**config.mk**
```make
export PLATFORM = sky130hd
export DESIGN_NAME = dcache
export DESIGN_NICKNAME = d
export VERILOG_FILES = /design/src/rtl/dcache_pkg.sv /design/src/rtl/dcache_array.sv /design/src/rtl/dcache_datapath.sv /design/src/rtl/dcache_control.sv /design/src/rtl/dcache.sv
export SDC_FILE = /design/constraint.sdc
export NUM_CORES = 2
export LEC_CHECK = 0
export ABC_AREA = 1
export BUFFER_PORTS_ARGS = -buffer_cell sky130_fd_sc_hd__buf_2
export CAP_MARGIN = 20
export CORE_MARGIN = 4
export CORE_UTILIZATION = 51
export DETAILED_ROUTE_END_ITERATION = 8
export GPL_ROUTABILITY_DRIVEN = 0
export PLACE_DENSITY_LB_ADDON = 0.1
export SYNTH_ARGS = -nofsm -noshare
export SYNTH_HDL_FRONTEND = slang
export SYNTH_HIERARCHICAL = 1
export SYNTH_SLANG_ARGS = --single-unit
```
**constraint.sdc**
```tcl
create_clock -name clk -period 10.9 [get_ports clk]
set_clock_uncertainty 0.05 [all_clocks]
set_input_delay 2.18 -clock clk [delete_from_list [all_inputs] [get_ports clk]]
set_output_delay 2.18 -clock clk [all_outputs]
set_load 0.02 [all_outputs]
```
**src/rtl/dcache_pkg.sv**
```systemverilog
package dcache_pkg;

// CPU word and memory line geometry
localparam int word_w = 32;
localparam int line_w = 128;
localparam int offset_bits = 4; // Byte offset within one line

// Address bits above the line offset, stored whole as the tag
localparam int line_addr_w = word_w - offset_bits;

// One CPU word
typedef logic [word_w-1:0] word_t;

// Byte enables for one word
typedef logic [word_w/8-1:0] mask_t;

// One memory line
typedef logic [line_w-1:0] line_t;

// Line address, also the stored tag
typedef logic [line_addr_w-1:0] line_addr_t;

// Controller states
typedef enum logic [1:0] {
	idle,
	compare, // Tag lookup, and the response on a hit
	write_back, // Dirty victim goes out to memory
	fill
} ctrl_state_t;

endpackage : dcache_pkg

```
**src/rtl/dcache_array.sv**
```systemverilog
`timescale 1ns/1ps

// Register file with one entry per set
// The payload type is chosen by the instantiating module, so tags and lines share this block
module dcache_array #(
	parameter int set_bits = 3,
	parameter type entry_t = logic
) (
	input logic clk,
	input logic [set_bits-1:0] index,
	input logic load,
	input entry_t wdata,
	output entry_t rdata
);

localparam int num_sets = 2 ** set_bits;

entry_t entries [num_sets];

always_ff @(posedge clk) begin
	if (load)
		entries[index] <= wdata; // Written on the closing edge of the strobe cycle
end

// Lookup happens in the same cycle as the request
assign rdata = entries[index];

endmodule : dcache_array

```
**src/rtl/dcache_datapath.sv**
```systemverilog
`timescale 1ns/1ps

module dcache_datapath #(
	parameter int set_bits = 3
) (
	input logic clk,
	input logic rst_n,
	input dcache_pkg::word_t mem_addr,
	input dcache_pkg::word_t mem_wdata,
	input dcache_pkg::mask_t mem_wmask,
	input logic [1:0] load_tag,
	input logic [1:0] load_data,
	input logic [1:0] set_valid,
	input logic [1:0] set_dirty,
	input logic [1:0] clear_dirty,
	input logic load_lru,
	input logic addr_sel,
	input logic fill_sel,
	input dcache_pkg::line_t pmem_rdata,
	output logic hit,
	output logic [1:0] way_hit,
	output logic lru_way,
	output logic victim_dirty,
	output dcache_pkg::word_t mem_rdata,
	output dcache_pkg::word_t pmem_addr,
	output dcache_pkg::line_t pmem_wdata
);

localparam int num_sets = 2 ** set_bits;
localparam int byte_sel_bits = $clog2(dcache_pkg::word_w / 8);
localparam int word_sel_bits = dcache_pkg::offset_bits - byte_sel_bits;

logic [set_bits-1:0] index;
logic [word_sel_bits-1:0] word_sel;
dcache_pkg::line_addr_t req_line;

dcache_pkg::line_addr_t tag_out [2];
dcache_pkg::line_t data_out [2];
dcache_pkg::line_t hit_line;
dcache_pkg::line_t merged_line;
dcache_pkg::line_t line_wdata;

// Per-set state bits, one column per way
logic [num_sets-1:0][1:0] valid_bits;
logic [num_sets-1:0][1:0] dirty_bits;
logic [num_sets-1:0] lru_bits; // Names the least recently used way

assign req_line = mem_addr[dcache_pkg::word_w-1:dcache_pkg::offset_bits];
assign index = mem_addr[dcache_pkg::offset_bits +: set_bits];
assign word_sel = mem_addr[byte_sel_bits +: word_sel_bits];

for (genvar w = 0; w < 2; w++) begin : g_way
	dcache_array #(
		.set_bits(set_bits),
		.entry_t(dcache_pkg::line_addr_t)
	) tag_array (
		.clk(clk),
		.index(index),
		.load(load_tag[w]),
		.wdata(req_line),
		.rdata(tag_out[w])
	);

	dcache_array #(
		.set_bits(set_bits),
		.entry_t(dcache_pkg::line_t)
	) data_array (
		.clk(clk),
		.index(index),
		.load(load_data[w]),
		.wdata(line_wdata),
		.rdata(data_out[w])
	);

	assign way_hit[w] = valid_bits[index][w] && (tag_out[w] == req_line);
end

assign hit = |way_hit;
assign lru_way = lru_bits[index];
assign victim_dirty = valid_bits[index][lru_way] & dirty_bits[index][lru_way];

assign hit_line = way_hit[1] ? data_out[1] : data_out[0];
assign mem_rdata = hit_line[word_sel * dcache_pkg::word_w +: dcache_pkg::word_w];

// Only the enabled bytes of the addressed word change
always_comb begin
	merged_line = hit_line;
	for (int b = 0; b < dcache_pkg::word_w / 8; b++) begin
		if (mem_wmask[b])
			merged_line[word_sel * dcache_pkg::word_w + b * 8 +: 8] = mem_wdata[b * 8 +: 8];
	end
end

assign line_wdata = fill_sel ? pmem_rdata : merged_line;

// Write-back goes to where the victim came from, a fill to the request's line
assign pmem_addr = {addr_sel ? tag_out[lru_way] : req_line,
	{dcache_pkg::offset_bits{1'b0}}};
assign pmem_wdata = data_out[lru_way];

always_ff @(posedge clk or negedge rst_n) begin
	if (!rst_n) begin
		valid_bits <= '0;
		dirty_bits <= '0;
		lru_bits <= '0;
	end else begin
		for (int w = 0; w < 2; w++) begin
			if (set_valid[w])
				valid_bits[index][w] <= 1'b1;
			if (set_dirty[w])
				dirty_bits[index][w] <= 1'b1;
			else if (clear_dirty[w])
				dirty_bits[index][w] <= 1'b0;
		end
		if (load_lru)
			lru_bits[index] <= way_hit[0]; // The way that was not used becomes LRU
	end
end

endmodule : dcache_datapath

```
**src/rtl/dcache_control.sv**
```systemverilog
`timescale 1ns/1ps

module dcache_control (
	input logic clk,
	input logic rst_n,
	input logic mem_read,
	input logic mem_write,
	input logic pmem_resp,
	input logic hit,
	input logic [1:0] way_hit,
	input logic lru_way,
	input logic victim_dirty,
	output logic mem_resp,
	output logic pmem_read,
	output logic pmem_write,
	output logic [1:0] load_tag,
	output logic [1:0] load_data,
	output logic [1:0] set_valid,
	output logic [1:0] set_dirty,
	output logic [1:0] clear_dirty,
	output logic load_lru,
	output logic addr_sel,
	output logic fill_sel
);

dcache_pkg::ctrl_state_t state;
dcache_pkg::ctrl_state_t next_state;

logic [1:0] lru_onehot;

// Victim and fill target are the same way
assign lru_onehot = lru_way ? 2'b10 : 2'b01;

always_ff @(posedge clk or negedge rst_n) begin
	if (!rst_n)
		state <= dcache_pkg::idle;
	else
		state <= next_state;
end

always_comb begin
	next_state = state;
	unique case (state)
		dcache_pkg::idle: begin
			if (mem_read || mem_write)
				next_state = dcache_pkg::compare;
		end
		dcache_pkg::compare: begin
			if (hit)
				next_state = dcache_pkg::idle; // The CPU may follow up one cycle later
			else if (victim_dirty)
				next_state = dcache_pkg::write_back;
			else
				next_state = dcache_pkg::fill;
		end
		dcache_pkg::write_back: begin
			if (pmem_resp)
				next_state = dcache_pkg::fill;
		end
		dcache_pkg::fill: begin
			if (pmem_resp)
				next_state = dcache_pkg::compare; // Looks up again and now hits
		end
		default: next_state = dcache_pkg::idle;
	endcase
end

always_comb begin
	mem_resp = 1'b0;
	pmem_read = 1'b0;
	pmem_write = 1'b0;
	load_tag = 2'b00;
	load_data = 2'b00;
	set_valid = 2'b00;
	set_dirty = 2'b00;
	clear_dirty = 2'b00;
	load_lru = 1'b0;
	addr_sel = 1'b0;
	fill_sel = 1'b0;

	unique case (state)
		dcache_pkg::idle: begin
		end
		dcache_pkg::compare: begin
			if (hit) begin
				mem_resp = 1'b1;
				load_lru = 1'b1;
				if (mem_write) begin
					load_data = way_hit; // Merged line goes back into the hit way
					set_dirty = way_hit;
				end
			end else if (victim_dirty) begin
				pmem_write = 1'b1;
				addr_sel = 1'b1;
			end else begin
				pmem_read = 1'b1;
			end
		end
		dcache_pkg::write_back: begin
			pmem_write = 1'b1;
			addr_sel = 1'b1;
			if (pmem_resp)
				clear_dirty = lru_onehot;
		end
		dcache_pkg::fill: begin
			pmem_read = 1'b1;
			if (pmem_resp) begin
				// Line, tag and valid bit land on the same edge
				load_tag = lru_onehot;
				load_data = lru_onehot;
				set_valid = lru_onehot;
				fill_sel = 1'b1;
			end
		end
		default: begin
		end
	endcase
end

endmodule : dcache_control

```
**src/rtl/dcache.sv**
```systemverilog
`timescale 1ns/1ps

// Two-way set-associative write-back data cache
module dcache #(
	parameter int set_bits = 3
) (
	input logic clk,
	input logic rst_n,
	input logic mem_read,
	input logic mem_write,
	input dcache_pkg::word_t mem_addr,
	input dcache_pkg::word_t mem_wdata,
	input dcache_pkg::mask_t mem_wmask,
	output dcache_pkg::word_t mem_rdata,
	output logic mem_resp,
	output logic pmem_read,
	output logic pmem_write,
	output dcache_pkg::word_t pmem_addr,
	output dcache_pkg::line_t pmem_wdata,
	input dcache_pkg::line_t pmem_rdata,
	input logic pmem_resp
);

// Strobes from the controller
logic [1:0] load_tag;
logic [1:0] load_data;
logic [1:0] set_valid;
logic [1:0] set_dirty;
logic [1:0] clear_dirty;
logic load_lru;
logic addr_sel;
logic fill_sel;

// Lookup status back to the controller
logic hit;
logic [1:0] way_hit;
logic lru_way;
logic victim_dirty;

dcache_control control (
	.clk(clk),
	.rst_n(rst_n),
	.mem_read(mem_read),
	.mem_write(mem_write),
	.pmem_resp(pmem_resp),
	.hit(hit),
	.way_hit(way_hit),
	.lru_way(lru_way),
	.victim_dirty(victim_dirty),
	.mem_resp(mem_resp),
	.pmem_read(pmem_read),
	.pmem_write(pmem_write),
	.load_tag(load_tag),
	.load_data(load_data),
	.set_valid(set_valid),
	.set_dirty(set_dirty),
	.clear_dirty(clear_dirty),
	.load_lru(load_lru),
	.addr_sel(addr_sel),
	.fill_sel(fill_sel)
);

dcache_datapath #(
	.set_bits(set_bits)
) datapath (
	.clk(clk),
	.rst_n(rst_n),
	.mem_addr(mem_addr),
	.mem_wdata(mem_wdata),
	.mem_wmask(mem_wmask),
	.load_tag(load_tag),
	.load_data(load_data),
	.set_valid(set_valid),
	.set_dirty(set_dirty),
	.clear_dirty(clear_dirty),
	.load_lru(load_lru),
	.addr_sel(addr_sel),
	.fill_sel(fill_sel),
	.pmem_rdata(pmem_rdata),
	.hit(hit),
	.way_hit(way_hit),
	.lru_way(lru_way),
	.victim_dirty(victim_dirty),
	.mem_rdata(mem_rdata),
	.pmem_addr(pmem_addr),
	.pmem_wdata(pmem_wdata)
);

endmodule : dcache

```
# --- After elaboration in Yosys (flattened, before gate mapping) ---
# Memories as Yosys holds them, arrays and structs flattened.
# Index checks and enable logic that the tools add are counted.
# Widths: inputs -> output; s select.
op_classes:
  n_addsub: 7
  magnitude_cmp: 4
  n_eq_ne: 8
  shifts: 9
  mux: 72
  n_bitwise: 10
  reduce_logical: 7
op_table:
  columns: ["op", "count"]
  rows:
  - ["$mux 128", 9]
  - ["$bwmux 128", 4]
  - ["$shift 8x34->128 const A", 4]
  - ["$shiftx 8x34->128", 4]
  - ["$shiftx 128x8->32", 1]
  - ["$mux 28", 4]
  - ["$neg 32->34", 3]
  - ["$mux 16", 6]
  - ["$or 16x16->16", 4]
  - ["$eq 28x28->1", 2]
  - ["$neg 7->34", 1]
  - ["$and 16x16->16", 2]
  - ["$not 16->16", 2]
  - ["$mux 2", 14]
  - ["$mux 1", 24]
  - ["$add 7x5->8 const B", 2]
  - ["$bmux 2 s3", 2]
  - ["$demux 2 s3", 2]
  - ["$add 7x4->8 const B", 1]
  - ["$bwmux 8", 1]
  - ["$pmux 2 s4", 1]
  - ["$eq 2x2->1 const B", 2]
  - ["$lt 3x4->1 const B", 1]
  - ["$ne 2x2->1 const B", 2]
  - ["other kinds (16)", 19]
word_totals:
  regBits: 42
  mem_bits_rw: 2496
  wordCells: 139
  mem_count: 4
mem_list:
  columns: ["memory", "words", "width", "rd", "rd_clocked_by_memory_dff", "wr", "line_no", "rtl"]
  rows:
  - ["datapath.g_way[0].data_array.entries", 8, 128, 1, 0, 1, "dcache_array.sv:18", "entry_t entries [num_sets];"]
  - ["datapath.g_way[1].data_array.entries", 8, 128, 1, 0, 1, "dcache_array.sv:18", null]
  - ["datapath.g_way[0].tag_array.entries", 8, 28, 1, 0, 1, "dcache_array.sv:18", null]
  - ["datapath.g_way[1].tag_array.entries", 8, 28, 1, 0, 1, "dcache_array.sv:18", null]

# --- Logic depth before layout (Yosys ltp) ---
logic_depth:
  word_depth: 13
  ltp_mapped: 28
  depth_no_buf: 22

# --- Cells and area by module ---
# Netlist, hierarchy kept.
modules_own_cells:
  columns: ["module", "n_inst", "cells_each", "area_each_um2", "seq_area_each_um2"]
  rows:
  - ["dcache_array (datapath.g_way[0].data_array ...)", 2, 4167, 43093.8, 30749.5]
  - ["dcache_array (datapath.g_way[0].tag_array ...)", 2, 923, 9536.6, 6726.5]
  - ["dcache_datapath", 1, 2388, 11541.1, 1001.0]
  - ["dcache_control", 1, 60, 365.4, 50.0]

# --- Worst setup path after synthesis ---
# Ideal clock, no wire load.
synth_path:
  path_type: "in2reg"
  start: "in mem_addr[4]"
  end: "mem datapath/g_way[1].data_array/entries[1][0] (netlist name), enable pin"
  t_arrival_ns: 13.328
  required_ns: 10.078
  setup_slack_ns: -3.250
  cell_stages: 21
  path_cell_list: "buf_4 -> inv_4 -> buf_6 -> buf_4 -> nand2_1 -> nand3_1 -> nand2_1 -> inv_1 -> nand2_1 -> xnor2_1 -> nand4_1 -> or2_2 -> nor3_2 -> nand2_1 -> o21ai_0 -> nand2_2 -> nor2_4 -> nor2_2 -> nor2_2 -> nand2_1 -> nor3_1"
synth_rtl:
  columns: ["item", "line_no", "rtl"]
  rows:
  - ["from (decl)", "dcache.sv:11", "input dcache_pkg::word_t mem_addr,"]
  - ["to (decl)", "dcache_array.sv:18", null]

==> results.md <==
- The run finished, with violations left.
- The final reports fail on DRC.
- The proportion of netlist area held by the largest area contributor is 0.640.
- At the worst endpoint, the arrival time is around 7.6 ns.
- The count of routing violations after the opening detailed-route iteration is roughly 11k.
- The critical path contains buffers and inverters numbering 8 combined.
- The library cell appearing most often on the critical path is sky130_fd_sc_hd__nand2_1.
- The relative area change from synthesis to final layout is 11.8%.
- In this run the horizontal extent of the chip is between 400 and 500 microns.
- Static timing analysis puts the maximum clock frequency at between 100 and 150 MHz.
- Post-CTS timing repair inserted 0 buffers for setup.
- The critical path class is primary input to output pin.
- The leading area contributor after synthesis is sky130_fd_sc_hd__edfxtp_1.
- The logic depth of the worst register-to-register path is 19.
- The slew at the pin closest to its max-slew limit is between 1 and 1.5 ns.
- For this design the static power due to leakage is 58.8 nW.
- The number of buffers added to fix hold violations after cts is 0.
- Of the cells placed in the final design, the portion with a size suffix greater than 1 is 0.0776.
- The global-route wire length before repair is approximately 560 mm.
- The total clock buffers created by CTS is approximately 290.
- The die is 487 microns tall.
- The register area share after synthesis is 0.649.
- In the finished design, the share of the clock period the worst path needs comes to 0.901.
- The worst IR drop on VDD is ~0.17 mV.
- Summed over all layers, the global routing overflow is 0.
- Setup repair after global routing left no endpoint under its margin.
- Clock latency on the worst-skew pair, taken at its later pin, is between 0.9 and 1 ns.
- The number of antenna violations at the first check in global routing came to 23.
- The worst setup path is captured at an output pin.
- The worst register-to-register path begins at datapath/g_way[0].tag_array/entries[3][6].
- TritonCTS built the clock tree.
- The detailed-route wire length per cell is about 25 microns.
- The startpoint identified for the worst hold timing path is datapath/valid_bits[9].
- The final route contains about 90k vias.
- The net count of the finished layout is 13.1k.
- The clock root buffer is sky130_fd_sc_hd__clkbuf_16.
- The number of enable flip-flop cells after synthesis is about 2.5k.
- The number of global-route vias before repair came to approximately 80k.
- The maximum fanout encountered on the critical timing path is 130.
- The critical path required time is between 8 and 9 ns.
- In the post-synthesis netlist, the biggest area contributors are sky130_fd_sc_hd__edfxtp_1 (64%), sky130_fd_sc_hd__nand2_1 (20%), sky130_fd_sc_hd__inv_1 (5.3%).
- The number of failing setup endpoints in the final timing report is 0.
- In this run the core area contains between 150 and 200 standard-cell rows.
- The length of the first detailed-routing pass in iterations is 6.
- The largest stage delay on the critical path is around 0.64 ns.
- The unique cell type count in the Yosys netlist is 42.
- The post-detailed-route via-to-cell ratio is 5.48.
- After synthesis the cells add up to around 0.12 sq mm.
- The multi-input logic area is 0.0319 sq mm.
- Counting flops and latches in the post-synthesis netlist gives roughly 2.5k.
- By count the netlist is led by sky130_fd_sc_hd__nand2_1 (6,168), sky130_fd_sc_hd__edfxtp_1 (2,496), sky130_fd_sc_hd__inv_1 (1,664).
- The worst setup path is launched from a primary input.
- The count of buffers added on input and output ports is between 300 and 400.
- The number of filler cells placed in the layout is 19.5k.
- Headroom to the max-slew limit came out at 0.146.
- Once detailed placement completed, the half-perimeter wirelength came to roughly 230 mm.
- The area of all sequential standard cells is approximately 0.076 sq mm.
- The tightest min-delay check is of the register to register type.
- Among all flip-flop cells after synthesis, the most frequent one is sky130_fd_sc_hd__edfxtp_1.
- The setup total negative slack is 0 ns.
- For this block, the routed nets add up to roughly 400 mm of wire.
- Counting along the longest clock path gives a buffer depth of 4.
- The pre-CTS setup slack is roughly 1.2 ns.
- The area of the core is roughly 0.23 sq mm.
- The kind of cell adding the most delay to the critical path is buffers and inverters.
- The total count of hold-check failures in the final report is 0.
- CTS saw roughly 2.5k sinks.
- The critical path runs through a total of 26 cells.
- For this run, asynchronously set or reset flops after synthesis account for 0.0165.
- After clock tree synthesis, the clock-pin slew on the worst setup and hold paths is ~0.060 ns.
- By instance count, the leading cell after synthesis is sky130_fd_sc_hd__nand2_1.
- The total global routing track utilization is 0.330.
- The die covers about 0.24 sq mm.
- The hold-critical path depth is 2.
- Summing internal, switching and leakage power gives around 23 mW.
- The cell at the slowest stage of the critical path is sky130_fd_sc_hd__inv_4.
- Once detail routing completed, the nets flagged for antenna violations numbered 0.
- The final routed DRC violation total is 2.
- The mean area per synthesized cell is around 9.3 sq um.
- During synthesis, Yosys emitted a total of 6 warnings.
- In this run the number of H-tree levels came out at 5.
- The pin count of the biggest net entering global routing is ~170.
- The max-slew violation count is 0.
- The smallest clock period supported by the final layout is computed as about 9.8 ns.
- Across the run, the number of max-cap violations was 0.
- The cell area power density is approximately 180 mW/mm^2.
- For this configuration, the core starts out at a cell density of 0.514.
- The number of gates resized after CTS was 0.
- Setup slack closes at about 1.1 ns.
- The cell count after synthesis is around 13k.
- In this run the worst setup path begins at mem_addr[4].
- approximately 400 I/O pins were placed.
-- metal layers --
layer | GRT usage | part of all wire | vias up
li1 | - | - | 40600
met1 | 0.424 | 0.37 | 41700
met2 | 0.498 | 0.44 | 4840
met3 | 0.0749 | 0.11 | 1028
met4 | 0.228 | 0.080 | 14
met5 | 0.00184 | 0.00035 | -
-- layout make-up --
class | count | area share
clock inverter | 134 | 0.00848
clock buffer | 350 | 0.0576
antenna | 16 | 0.000306
multi-input combinational | 7776 | 0.244
tap | 3009 | 0.0287
inverter | 1693 | 0.0493
timing repair buffer | 568 | 0.0314
sequential | 2538 | 0.580
-- state kept, by name (all words and copies together), names as in the netlist, named ones only --
register,flops
datapath/g_way.tag_array/entries,448
datapath/valid_bits,16
datapath/lru_bits,8
datapath/g_way.data_array/entries,2048
control/state,2
-- final timing paths --
kind,to,slack (ns)
setup / recovery,pmem_addr[16],1.08
hold / removal,datapath/valid_bits[9],0.40
setup reg to reg,datapath/g_way[1].data_array/entries[5][54],5.11
hold reg to reg,datapath/valid_bits[9],0.40
max in group asynchronous,control/state[1],8.84
min in group asynchronous,asynchronous set/reset pin,1.34
-- kinds of logic after synthesis --
family,synth area share
AND/OR/NAND/NOR,0.252
AO/OA/AOI/OAI,0.0139
flip-flops,0.649
adder cells (fa/ha/maj),0.00117
other,0.0000320
buffers and inverters,0.0816
XOR/XNOR,0.00298
-- through the flow --
| step | hold WS (ns) | instances | utilization | area, sq um |
|---|---|---|---|---|
| floorplan | 0.374 | 12600 | - | 117000 |
| global placement | 0.388 | 15500 | 0.535 | 122000 |
| detailed placement | 0.394 | 15600 | 0.535 | 122000 |
| CTS | 0.407 | 16000 | 0.573 | 131000 |
| global route | 0.427 | 16100 | 0.574 | 131000 |
| finish | 0.403 | 16100 | 0.575 | 131000 |
-- cell usage in the layout, fill, tap and decap left out, types with 19 or more instances in the layout --
cell	synthesis	layout
sky130_fd_sc_hd__a21oi_1	135	133
sky130_fd_sc_hd__a31oi_1	61	61
sky130_fd_sc_hd__buf_12	0	61
sky130_fd_sc_hd__buf_2	350	386
sky130_fd_sc_hd__buf_4	82	116
sky130_fd_sc_hd__bufinv_16	0	19
sky130_fd_sc_hd__clkbuf_1	162	57
sky130_fd_sc_hd__clkbuf_16	0	293
sky130_fd_sc_hd__clkinv_1	4	73
sky130_fd_sc_hd__clkinv_2	2	33
sky130_fd_sc_hd__dfrtp_1	42	42
sky130_fd_sc_hd__edfxtp_1	2496	2496
sky130_fd_sc_hd__inv_1	1664	1661
sky130_fd_sc_hd__nand2_1	6168	6166
sky130_fd_sc_hd__nand3_1	910	910
sky130_fd_sc_hd__nand4_1	142	142
sky130_fd_sc_hd__nor2_1	175	147
sky130_fd_sc_hd__nor2_4	2	32
sky130_fd_sc_hd__o21ai_0	55	55
sky130_fd_sc_hd__o22ai_1	22	22
sky130_fd_sc_hd__xnor2_1	30	30
-- worst reg2reg max path, delay by kind of cell (launching register included) --
| kind | cells | cell delay (ns) |
|---|---|---|
| AOI/OAI and AO/OA | 1 | 0.41 |
| xor gates and xnor gates | 1 | 0.24 |
| buffers and inverters | 1 | 0.44 |
| DFF | 1 | 0.36 |
| and+or+nand+nor | 16 | 3.86 |
-- power breakdown --
part / switching [mW] / internal (mW)
Sequential: 0.0261 / 11.4
Clock: 3.79 / 5.34
Combinational: 2.38 / 0.584
Total: 6.20 / 17.3
(Power assumes the default switching activity.)
